==> src/multdiv_macros.svh <==
// Multiply/divide unit width constants
// Word, half-word, accumulator and division counter sizes

`ifndef MULTDIV_MACROS_SVH
`define MULTDIV_MACROS_SVH

// Operand and result width
`define MD_WORD_W 32

// Half of a word, one multiplier input
`define MD_HALF_W 16

// Multiply-accumulate width, word plus sign and carry
`define MD_ACC_W 34

// Division bit index width
`define MD_CNT_W 5

// First bit index of the long division
`define MD_DIV_STEPS 31

`endif

==> src/source/multdiv_pkg.sv <==
// Multiply/divide unit types
// Width typedefs, operation classes, request bundle and FSM encodings

`default_nettype none

`include "multdiv_macros.svh"

package multdiv_pkg;

  typedef logic [`MD_WORD_W-1:0] md_word_t;
  typedef logic [`MD_HALF_W-1:0] md_half_t;
  typedef logic [`MD_ACC_W-1:0]  md_acc_t;
  typedef logic [`MD_CNT_W-1:0]  md_cnt_t;

  // Operation class
  typedef enum logic [1:0] {
    MD_OP_MULL,
    MD_OP_MULH,
    MD_OP_DIV,
    MD_OP_REM
  } md_op_e;

  // One request, held stable while the enable is high
  typedef struct packed {
    md_op_e     op;
    logic [1:0] signed_mode;
    md_word_t   op_a;
    md_word_t   op_b;
  } md_req_t;

  // Partial product walk of the multiplier
  typedef enum logic [1:0] {
    ALBL, ALBH, AHBL, AHBH
  } mac_state_e;

  typedef enum logic [2:0] {
    MD_IDLE, MD_ABS_A, MD_ABS_B, MD_COMP, MD_LAST, MD_CHANGE_SIGN, MD_FINISH
  } div_state_e;

endpackage

`default_nettype wire

==> src/source/multdiv_divider.sv <==
// Restoring long divider for signed and unsigned operands
// Works on absolute values, restores the sign at the end
// Zero divisor exits early with the RISC-V results

`timescale 1ns/100ps
`default_nettype none

`include "multdiv_macros.svh"

module multdiv_divider import multdiv_pkg::*; (
  input  wire logic     clk_i,
  input  wire logic     rst_ni,
  input  wire logic     en_i,
  input  wire md_req_t  req_i,
  input  wire logic     ready_i,
  output md_word_t      result_o,
  output logic          valid_o
);

  div_state_e state_q, state_d;

  md_cnt_t  cnt_q, cnt_d;
  md_word_t rem_q, rem_d;
  md_word_t num_q, num_d;
  md_word_t den_q, den_d;
  md_word_t quo_q, quo_d;

  logic [`MD_WORD_W:0] adder_a;
  logic [`MD_WORD_W:0] adder_b;
  logic [`MD_WORD_W:0] adder_res;
  md_word_t            adder_h;

  md_word_t next_remainder;
  md_word_t next_quotient;
  md_word_t one_shift;
  logic     is_greater_equal;
  logic     sign_a;
  logic     sign_b;
  logic     div_by_zero;
  logic     div_change_sign;
  logic     rem_change_sign;
  logic     is_div;
  logic     div_valid;
  logic     div_hold;
  logic     div_en_int;

  // Operands carry a trailing one so the carry-in lands in bit 0
  assign adder_res = adder_a + adder_b;
  assign adder_h   = adder_res[`MD_WORD_W:1];

  assign is_div      = (req_i.op == MD_OP_DIV);
  assign div_by_zero = (req_i.op_b == '0);
  assign sign_a      = req_i.op_a[`MD_WORD_W-1] & req_i.signed_mode[0];
  assign sign_b      = req_i.op_b[`MD_WORD_W-1] & req_i.signed_mode[1];

  assign div_change_sign = (sign_a ^ sign_b) & ~div_by_zero;
  assign rem_change_sign = sign_a;

  // Unsigned compare of remainder and divisor from the difference sign
  always_comb begin
    if ((rem_q[`MD_WORD_W-1] ^ den_q[`MD_WORD_W-1]) == 1'b0) begin
      is_greater_equal = ~adder_h[`MD_WORD_W-1];
    end else begin
      is_greater_equal = rem_q[`MD_WORD_W-1];
    end
  end

  assign one_shift      = md_word_t'(1) << cnt_q;
  assign next_remainder = is_greater_equal ? adder_h : rem_q;
  assign next_quotient  = is_greater_equal ? (quo_q | one_shift) : quo_q;

  always_comb begin
    cnt_d     = cnt_q - `MD_CNT_W'(1);
    rem_d     = rem_q;
    num_d     = num_q;
    den_d     = den_q;
    quo_d     = quo_q;
    state_d   = state_q;
    adder_a   = {32'h0, 1'b1};
    adder_b   = {~req_i.op_b, 1'b1};
    div_valid = 1'b0;
    div_hold  = 1'b0;

    unique case (state_q)
      MD_IDLE: begin
        // Preload the divide by zero answer
        rem_d   = is_div ? '1 : req_i.op_a;
        cnt_d   = `MD_CNT_W'(`MD_DIV_STEPS);
        state_d = div_by_zero ? MD_FINISH : MD_ABS_A;
      end

      MD_ABS_A: begin
        // 0 - a
        adder_b = {~req_i.op_a, 1'b1};
        quo_d   = '0;
        num_d   = sign_a ? adder_h : req_i.op_a;
        cnt_d   = `MD_CNT_W'(`MD_DIV_STEPS);
        state_d = MD_ABS_B;
      end

      MD_ABS_B: begin
        // 0 - b
        rem_d   = {31'h0, num_q[`MD_WORD_W-1]};
        den_d   = sign_b ? adder_h : req_i.op_b;
        cnt_d   = `MD_CNT_W'(`MD_DIV_STEPS);
        state_d = MD_COMP;
      end

      MD_COMP: begin
        // Partial remainder stays below the divisor, so its top bit is free
        adder_a = {rem_q, 1'b1};
        adder_b = {~den_q, 1'b1};
        rem_d   = {next_remainder[`MD_WORD_W-2:0], num_q[cnt_d]};
        quo_d   = next_quotient;
        state_d = (cnt_q == `MD_CNT_W'(1)) ? MD_LAST : MD_COMP;
      end

      MD_LAST: begin
        adder_a = {rem_q, 1'b1};
        adder_b = {~den_q, 1'b1};
        // Only one of quotient and remainder is kept from here on
        rem_d   = is_div ? next_quotient : next_remainder;
        state_d = MD_CHANGE_SIGN;
      end

      MD_CHANGE_SIGN: begin
        // 0 - result
        adder_b = {~rem_q, 1'b1};
        if (is_div) begin
          rem_d = div_change_sign ? adder_h : rem_q;
        end else begin
          rem_d = rem_change_sign ? adder_h : rem_q;
        end
        state_d = MD_FINISH;
      end

      MD_FINISH: begin
        div_valid = 1'b1;
        div_hold  = ~ready_i;
        state_d   = MD_IDLE;
      end

      default: begin
        state_d = MD_IDLE;
      end
    endcase
  end

  assign div_en_int = en_i & ~div_hold;

  always_ff @(posedge clk_i or negedge rst_ni) begin
    if (!rst_ni) begin
      state_q <= MD_IDLE;
      cnt_q   <= '0;
    end else if (div_en_int) begin
      state_q <= state_d;
      cnt_q   <= cnt_d;
    end
  end

  always_ff @(posedge clk_i) begin
    if (div_en_int) begin
      rem_q <= rem_d;
      num_q <= num_d;
      den_q <= den_d;
      quo_q <= quo_d;
    end
  end

  assign result_o = rem_q;
  assign valid_o  = en_i & div_valid;

endmodule

`default_nettype wire

==> src/source/multdiv_fast.sv <==
// Integer multiply/divide unit, top level
// Steers the request to the multiplier or the divider
// and returns the result of the active one

`timescale 1ns/100ps
`default_nettype none

module multdiv_fast import multdiv_pkg::*; (
  input  wire logic     clk_i,
  input  wire logic     rst_ni,
  input  wire logic     en_i,
  input  wire md_req_t  req_i,
  input  wire logic     ready_i,
  output md_word_t      result_o,
  output logic          valid_o
);

  logic     is_mul;
  logic     mul_en;
  logic     div_en;
  logic     mul_valid;
  logic     div_valid;
  md_word_t mul_result;
  md_word_t div_result;

  // Both multiply classes go to the MAC, the rest to the divider
  assign is_mul = (req_i.op == MD_OP_MULL) || (req_i.op == MD_OP_MULH);
  assign mul_en = en_i & is_mul;
  assign div_en = en_i & ~is_mul;

  multdiv_mac u_mac (
    .clk_i    (clk_i),
    .rst_ni   (rst_ni),
    .en_i     (mul_en),
    .req_i    (req_i),
    .ready_i  (ready_i),
    .result_o (mul_result),
    .valid_o  (mul_valid)
  );

  multdiv_divider u_div (
    .clk_i    (clk_i),
    .rst_ni   (rst_ni),
    .en_i     (div_en),
    .req_i    (req_i),
    .ready_i  (ready_i),
    .result_o (div_result),
    .valid_o  (div_valid)
  );

  // Only one unit is enabled at a time
  assign valid_o  = mul_valid | div_valid;
  assign result_o = is_mul ? mul_result : div_result;

endmodule

`default_nettype wire

==> src/source/multdiv_mac.sv <==
// Sequential 16x16 multiply-accumulate unit
// Low product in 3 cycles, high product in 4 cycles

`timescale 1ns/100ps
`default_nettype none

`include "multdiv_macros.svh"

module multdiv_mac import multdiv_pkg::*; (
  input  wire logic     clk_i,
  input  wire logic     rst_ni,
  input  wire logic     en_i,
  input  wire md_req_t  req_i,
  input  wire logic     ready_i,
  output md_word_t      result_o,
  output logic          valid_o
);

  mac_state_e state_q, state_d;

  md_acc_t  acc_q;
  md_acc_t  accum;
  md_acc_t  mac_res_d;
  md_half_t mult_op_a;
  md_half_t mult_op_b;
  logic     sign_a;
  logic     sign_b;
  logic     signed_mult;
  logic     mult_valid;
  logic     mult_hold;
  logic     mult_en_int;

  // Top two bits of the 35 bit sum always agree, so 34 bits are exact
  logic signed [`MD_ACC_W-1:0] mac_res;

  assign signed_mult = (req_i.signed_mode != 2'b00);

  assign mac_res = $signed({sign_a, mult_op_a}) * $signed({sign_b, mult_op_b})
                 + $signed(accum);

  always_comb begin
    mult_op_a  = req_i.op_a[`MD_HALF_W-1:0];
    mult_op_b  = req_i.op_b[`MD_HALF_W-1:0];
    sign_a     = 1'b0;
    sign_b     = 1'b0;
    accum      = acc_q;
    mac_res_d  = mac_res;
    state_d    = state_q;
    mult_valid = 1'b0;
    mult_hold  = 1'b0;

    unique case (state_q)
      ALBL: begin
        // al*bl, always unsigned
        accum   = '0;
        state_d = ALBH;
      end

      ALBH: begin
        // al*bh, aligned to the upper half of the first product
        mult_op_b = req_i.op_b[`MD_WORD_W-1:`MD_HALF_W];
        sign_b    = req_i.signed_mode[1] & req_i.op_b[`MD_WORD_W-1];
        accum     = {18'b0, acc_q[`MD_WORD_W-1:`MD_HALF_W]};
        if (req_i.op == MD_OP_MULL) begin
          // Keep al*bl low half below the new partial sum
          mac_res_d = {2'b0, mac_res[`MD_HALF_W-1:0], acc_q[`MD_HALF_W-1:0]};
        end
        state_d = AHBL;
      end

      AHBL: begin
        // ah*bl
        mult_op_a = req_i.op_a[`MD_WORD_W-1:`MD_HALF_W];
        sign_a    = req_i.signed_mode[0] & req_i.op_a[`MD_WORD_W-1];
        if (req_i.op == MD_OP_MULL) begin
          accum      = {18'b0, acc_q[`MD_WORD_W-1:`MD_HALF_W]};
          mac_res_d  = {2'b0, mac_res[`MD_HALF_W-1:0], acc_q[`MD_HALF_W-1:0]};
          mult_valid = 1'b1;
          mult_hold  = ~ready_i;
          state_d    = ALBL;
        end else begin
          state_d = AHBH;
        end
      end

      AHBH: begin
        // ah*bh on the sum shifted down by a half word
        mult_op_a = req_i.op_a[`MD_WORD_W-1:`MD_HALF_W];
        mult_op_b = req_i.op_b[`MD_WORD_W-1:`MD_HALF_W];
        sign_a    = req_i.signed_mode[0] & req_i.op_a[`MD_WORD_W-1];
        sign_b    = req_i.signed_mode[1] & req_i.op_b[`MD_WORD_W-1];
        accum     = {{16{signed_mult & acc_q[`MD_ACC_W-1]}},
                     acc_q[`MD_ACC_W-1:`MD_HALF_W]};
        mult_valid = 1'b1;
        mult_hold  = ~ready_i;
        state_d    = ALBL;
      end

      default: begin
        state_d = ALBL;
      end
    endcase
  end

  // Nothing moves in the final state until the result is taken
  assign mult_en_int = en_i & ~mult_hold;

  always_ff @(posedge clk_i or negedge rst_ni) begin
    if (!rst_ni) begin
      state_q <= ALBL;
    end else if (mult_en_int) begin
      state_q <= state_d;
    end
  end

  always_ff @(posedge clk_i) begin
    if (mult_en_int) begin
      acc_q <= mac_res_d;
    end
  end

  assign result_o = mac_res_d[`MD_WORD_W-1:0];
  assign valid_o  = en_i & mult_valid;

endmodule

`default_nettype wire

==> config.mk <==
export PLATFORM = sky130hd
export DESIGN_NAME = multdiv_fast
export DESIGN_NICKNAME = d
export VERILOG_FILES = /design/src/source/multdiv_pkg.sv /design/src/source/multdiv_divider.sv /design/src/source/multdiv_fast.sv /design/src/source/multdiv_mac.sv
export VERILOG_INCLUDE_DIRS = /design/src
export SDC_FILE = /design/constraint.sdc
export NUM_CORES = 2
export LEC_CHECK = 0
export ABC_AREA = 1
export BUFFER_PORTS_ARGS = -buffer_cell sky130_fd_sc_hd__buf_2
export CORE_AREA = 2 2 214 216
export CTS_CLUSTER_SIZE = 28
export DETAILED_ROUTE_END_ITERATION = 10
export DIE_AREA = 0 0 216 218
export GPL_ROUTABILITY_DRIVEN = 1
export GPL_TIMING_DRIVEN = 0
export PLACE_DENSITY = 0.77
export SLEW_MARGIN = 20
export SYNTH_ARGS = -nofsm -noshare
export SYNTH_HDL_FRONTEND = slang
export SYNTH_SLANG_ARGS = --single-unit
export TNS_END_PERCENT = 10
==> constraint.sdc <==
create_clock -name clk_i -period 18.15 [get_ports clk_i]
set_clock_uncertainty 0.15 [all_clocks]
set_input_delay 5.445 -clock clk_i [delete_from_list [all_inputs] [get_ports clk_i]]
set_output_delay 5.445 -clock clk_i [all_outputs]
set_load 0.02 [all_outputs]
# After elaboration in Yosys (flattened, before gate mapping)
# Cells that the tools add are included.
# op_classes
eq_ne	15
muxes	37
n_reduce_logical	18
mul	1
order_cmp	1
bitwise	24
add_sub_neg	3
shift	1
# ops
op	count
two-way mux 32 bit	10
one-hot mux 32 bit (5 select lines)	1
one-hot mux 34 bit (4 select lines)	1
NOT 32 bit	4
two-way mux 34 bit	3
one-hot mux 33 bit (3 select lines)	1
one-hot mux 32 bit (2 select lines)	1
adder 34 bit	1
multiplier 17 x 17 -> 34 bit	1
adder 33 bit	1
two-way mux 33 bit	1
logical NOT 32 bit	1
two-way mux 16 bit	2
bitwise OR 32 bit	1
left shift 1 x 5 -> 32 bit (first input constant)	1
one-hot mux 3 bit (6 select lines)	1
bitwise AND 1 bit	10
equality test 3 bit (second input constant)	3
two-way mux 1 bit	8
one-hot mux 2 bit (4 select lines)	1
OR reduction 2 bit	4
equality test 2 bit (second input constant)	3
equality test 3 x 2 -> 1 bit (second input constant)	2
< comparator 5 x 6 -> 1 bit (second input constant)	1
other kinds (23)	37
# word_totals
out_inout_bits	33
elab_cells	109
ff_bits	172
inputBits	72

# Depth between registers and ports, before layout
# depth
word_depth	9
mapped_depth	37
mapped_depth_nobuf	35

# Hierarchy
# Synthesis repeated with hierarchy kept, for this count alone.
# unflattened
cells_unflattened	3831
area_unflattened_um2	27566.4
# by_module_without_submodules
mod	n_inst	cells_per_inst	area_per_inst_um2	seq_area_each_um2
multdiv_mac	1	2016	15658.8	1071.0
multdiv_divider	1	1706	11412.2	4043.9
multdiv_fast	1	109	495.5	0.0

# Least setup slack after synthesis
# OpenSTA, ideal clock, no wires.
# synth_timing
kind	input to output
from	input port req_i[63] (netlist bit)
to	output port result_o[25]
path_buffers	0
required_ns	12.555
slack_ns	1.130
t_arrival_ns	11.425
path_stages	29
cell_sequence	nand2_1 > nor2_1 > inv_1 > nor2_1 > inv_1 > fa_1 > inv_1 > fa_1 > inv_1 > fa_1 > fa_1 > inv_1 > fa_1 > inv_1 > fa_1 > inv_1 > ha_1 > a21o_1 > nor2_1 > o21ai_0 > inv_1 > nand3_1 > nand2_1 > nand2_1 > or2_2 > nand3_1 > o21ai_0 > nand2_1 > nand2_1
# synth_via
elab_chain_len	7
elab_cells_between_ends	8
classes_between	add/sub: 1; mul: 1; mux: 5; bitwise: 1
# synth_rtl
element	line_no	text
start, declared	multdiv_fast.sv:12	input wire md_req_t req_i,
bitwise AND 1 bit	multdiv_mac.sv:74, multdiv_mac.sv:90	
two-way mux 1 bit	n/a	
multiplier 17 x 17 -> 34 bit (*)	multdiv_mac.sv:38	assign mac_res = $signed({sign_a, mult_op_a}) * $signed({sign_b, mult_op_b})
adder 34 bit (*)	multdiv_mac.sv:39	+ $signed(accum);
two-way mux 34 bit	multdiv_mac.sv:64, multdiv_mac.sv:75	
two-way mux 34 bit (*)	n/a	
via mul_result[25]	multdiv_fast.sv:23	md_word_t mul_result;
two-way mux 32 bit (*)	multdiv_fast.sv:53	assign result_o = is_mul ? mul_result : div_result;
end, declared	multdiv_fast.sv:14	output md_word_t result_o,
# The timed path passes the listed nets; every way through them passes the cells marked *.

# Worst setup path after layout
# layout_timing
from	input port req_i[63] (netlist bit)
to	output port result_o[26]
# layout_via
elab_chain_len	7
elab_cells_between_ends	8
classes_between	add/sub: 1; mul: 1; mux: 5; bitwise: 1
# layout_rtl
element	line_no
bitwise AND 1 bit	multdiv_mac.sv:74, multdiv_mac.sv:90
two-way mux 1 bit	n/a
multiplier 17 x 17 -> 34 bit (*)	multdiv_mac.sv:38
adder 34 bit (*)	multdiv_mac.sv:39
two-way mux 34 bit	multdiv_mac.sv:64, multdiv_mac.sv:75
two-way mux 34 bit (*)	n/a
two-way mux 32 bit (*)	multdiv_fast.sv:53
# Mark *: on every way between the ends. The rest lies on a longest branch, timed or not.

==> summary.md <==
| Metric | Value |
|---|---|
| Status | finished, final reports clean |
| Layout area overhead | 8.558% |
| Gr usage total | 0.4400 |
| RSZ-0062 raised after global routing | yes |
| Root buffer selected by CTS | clkbuf_16 |
| Largest family of logic cells by synthesized area | adder cells |
| Nets | 4334 |
| Detailed-route via count | 25.85k |
| Commonest cells after routing, fill and taps aside | 899 x nand2_1, 739 x inv_1, 382 x nor2_1 |
| Fin. Hold Viols | 0 |
| Post-synth top flop | edfxtp_1 |
| CTS Buf Count | 17 |
| Ys async rst share | 0.05814 |
| Syn_nets | 4200 |
| Sequential area share after synthesis | 0.1932 |
| Synthesized-area fraction occupied by adder cells | 0.3242 |
| Maximum capacitance violations | 0 |
| Hold Buf Count CTS | 0 |
| Hpwl dp | 85950 um |
| Simple-gate share of the synthesized area | 0.2489 |
| Reg clk slew, reported paths | 0.07 ns |
| Count of cell types in the netlist | 50 |
| Post-route worst setup slack | 0.1434 ns |
| EDFF count, synth | 162 |
| I/O Buffers | 103 |
| Routed wire length | 102300 um |
| Die Area | 47090 um2 |
| RePlAce Congestion | 1.062 |
| Clock sink count | 172 |
| First-pass GRT wire length | 151100 um |
| Final setup viols | 0 |
| Commonest non-fill, non-tap cell in the layout | nand2_1 |
| Most used cell, CP | inv_1 |
| Starting Density | 0.5898 |
| Synth area leaders | fa_1 26%, edfxtp_1 18%, nand2_1 13% |
| Worst path buffer plus inverter count | 10 |
| Worst Path Required | 12.56 ns |
| Yosys warnings | 0 |
| Drt drc | 0 |
| Worst setup SP type | primary input |
| Max incr delay on CP | 0.54 ns |
| Vias per cell | 5.882 |
| Dpl ws | -0.7325 ns |
| Minimum clock period | 18.01 ns |
| # fillers | 4251 |
| Max frequency | 55.54 MHz |
| Syn_area_per_cell | 7.263 um2 |
| Share of layout cells above drive strength 1 | 0.06407 |
| Worst-path fanout max | 14 |
| HP Class | reg -> reg |
| Row cnt | 78 |
| CTS tree | done |
| Clock Latency Late Sink | 0.46 ns |
| Slew headroom | 0.2659 |
| Critical Path End Type | output port |
| Max clock buf depth | 2 |
| Kind of critical path | in -> out |
| Yosys reg bits | 172 |
| Antenna violation net count after detailed routing | 0 |
| CP max-delay cell | fa_1 |
| Number of global-route vias before repair | 25.60k |
| Initial antenna violation count | 3 |
| Compound-gate portion of the synthesized area | 0.09162 |
| WL/cell | 23.28 um |
| Ports | 105 |
| Crit path arrival time | 12.41 ns |
| Die width | 216 um |
| Mux contribution to synthesized area | 0 |
| Yosys top cell area share | 0.2571 |
| Fin. max-slew vios | 0 |
| Worst Max-Slew Pin Slew | 1.094 ns |
| 1st-pass router iterations | 9 |
| Final period util | 0.9921 |
| Critical path's top delay family | adder cells |
| Post-Synthesis Cell Area | 26480 um2 |
| Initial drt markers | 2982 |
| Mapped Cells | 3646 |
| H-tree depth | 4 |
| Dominant cell type by area after synthesis | fa_1 |
| Die Y | 218 um |
| Total global routing overflow | 0 |
| Largest net degree at the start of global routing | 32 |
| Synth Area in XOR/XNOR | 0.01588 |
| Core Area | 44890 um2 |
## layout make-up
type / count / area (um2) / area share
diodes: 2 / 5.005 / 0.0001741
plain buffers: 121 / 493.0 / 0.01715
clock buffers: 17 / 425.4 / 0.01480
clock inverters: 15 / 147.6 / 0.005136
inverters: 759 / 2869 / 0.09981
multi-input cells: 2591 / 18260 / 0.6351
flip-flops and latches: 172 / 5115 / 0.1779
well taps: 600 / 750.7 / 0.02612
repair buffers: 118 / 684.4 / 0.02381
## repair_timing
action,CTS,global route
gates resized for setup,23,50
endpoints found under the setup margin,19,19
buffers inserted,1,8
pin swaps,0,1
## synthesized netlist by cell type, types with 2 or more instances
library cell and n:
or2_2 9, nor3_1 47, xor2_1 29, o31ai_1 2, fa_1 340, a31oi_1 4, a221oi_1 2, clkbuf_1 105
nand2_2 6, buf_4 5, o211ai_1 10, a21o_1 6, o21ai_0 188, buf_1 5, nand4_1 21, nand3b_1 9
inv_2 3, nor4_1 6, and2_1 7, nor2_1 389, o21a_1 7, a22oi_1 5, a21boi_0 4, ha_1 142
clkinv_1 13, edfxtp_1 162, o22ai_1 33, xnor2_1 19, nand2_1 900, dfrtp_1 10, and3_1 2, a21oi_1 151
o21bai_1 11, o21ai_1 18, inv_1 743, buf_2 9, nand3_2 2, nand3_1 210
## stage by stage
stage	area (um2)	hold slack, ns	TNS (ns)	utilization	instances
2_1_floorplan	26480	0.3839	0	-	3646
3_3_place_gp	27750	0.4132	-5.343	0.6180	4349
3_5_place_dp	27900	0.4188	-6.734	0.6214	4355
4_1_cts	28550	0.4356	0	0.6359	4387
5_1_grt	28740	0.4736	-0.2371	0.6402	4393
6_report	28750	0.4432	0	0.6403	4395
## sequential cells by signal, indices dropped and copies added (netlist names)
| signal | cells |
|---|---|
| u_mac.acc_q | 34 |
| u_div.den_q | 32 |
| u_div.num_q | 32 |
| u_div.quo_q | 32 |
| u_div.result_o | 32 |
| u_div.cnt_q | 5 |
| u_div.state_q | 3 |
| u_mac.state_q | 2 |
## worst reg2reg max path: cells and delay by family (launching register included)
| kind | cells | cell delay, ns |
|---|---|---|
| adder cells (fa/ha/maj) | 8 | 3.77 |
| AND/OR/NAND/NOR | 5 | 1.14 |
| flip-flops | 1 | 0.51 |
| AO/OA/AOI/OAI | 6 | 1.35 |
| XOR/XNOR | 1 | 0.18 |
| buffers and inverters | 8 | 1.59 |
## routing by layer
layer,GRT usage,up-vias,share of wire
li1,-,11547,-
met3,0.09512,574,0.11
met1,0.4926,11998,0.33
met2,0.7023,1730,0.45
met4,0.4119,2,0.12
met5,0,-,0.00012
## final timing paths
kind                                               from                      endpoint  slack (ns)  cells past startpoint
max                                           req_i[63]                  result_o[26]        0.14                     29
min                        u_mac.state_q[0]$_DFFE_PN0P_  u_mac.state_q[1]$_DFFE_PN0P_        0.44                      2
max reg2reg                u_mac.state_q[1]$_DFFE_PN0P_     u_mac.acc_q[26]$_DFFE_PP_        9.20                     28
min reg2reg                u_mac.state_q[0]$_DFFE_PN0P_  u_mac.state_q[1]$_DFFE_PN0P_        0.44                      2
max in group asynchronous                        rst_ni    u_div.cnt_q[4]$_DFFE_PN0P_       12.90                      1
min in group asynchronous                        rst_ni    u_div.cnt_q[1]$_DFFE_PN0P_        4.71                      1
## cells by family (layout without fill, tap and decap cells)
family | count (synthesis) | in the layout
other | 0 | 2
XOR/XNOR | 48 | 48
buffers and inverters | 883 | 1030
adder cells (fa/ha/maj) | 482 | 482
flip-flops | 172 | 172
AO/OA/AOI/OAI | 447 | 447
AND/OR/NAND/NOR | 1614 | 1614
Power is not shown: default switching activity piles up to over one toggle a cycle in this logic, so the estimate is an artifact.
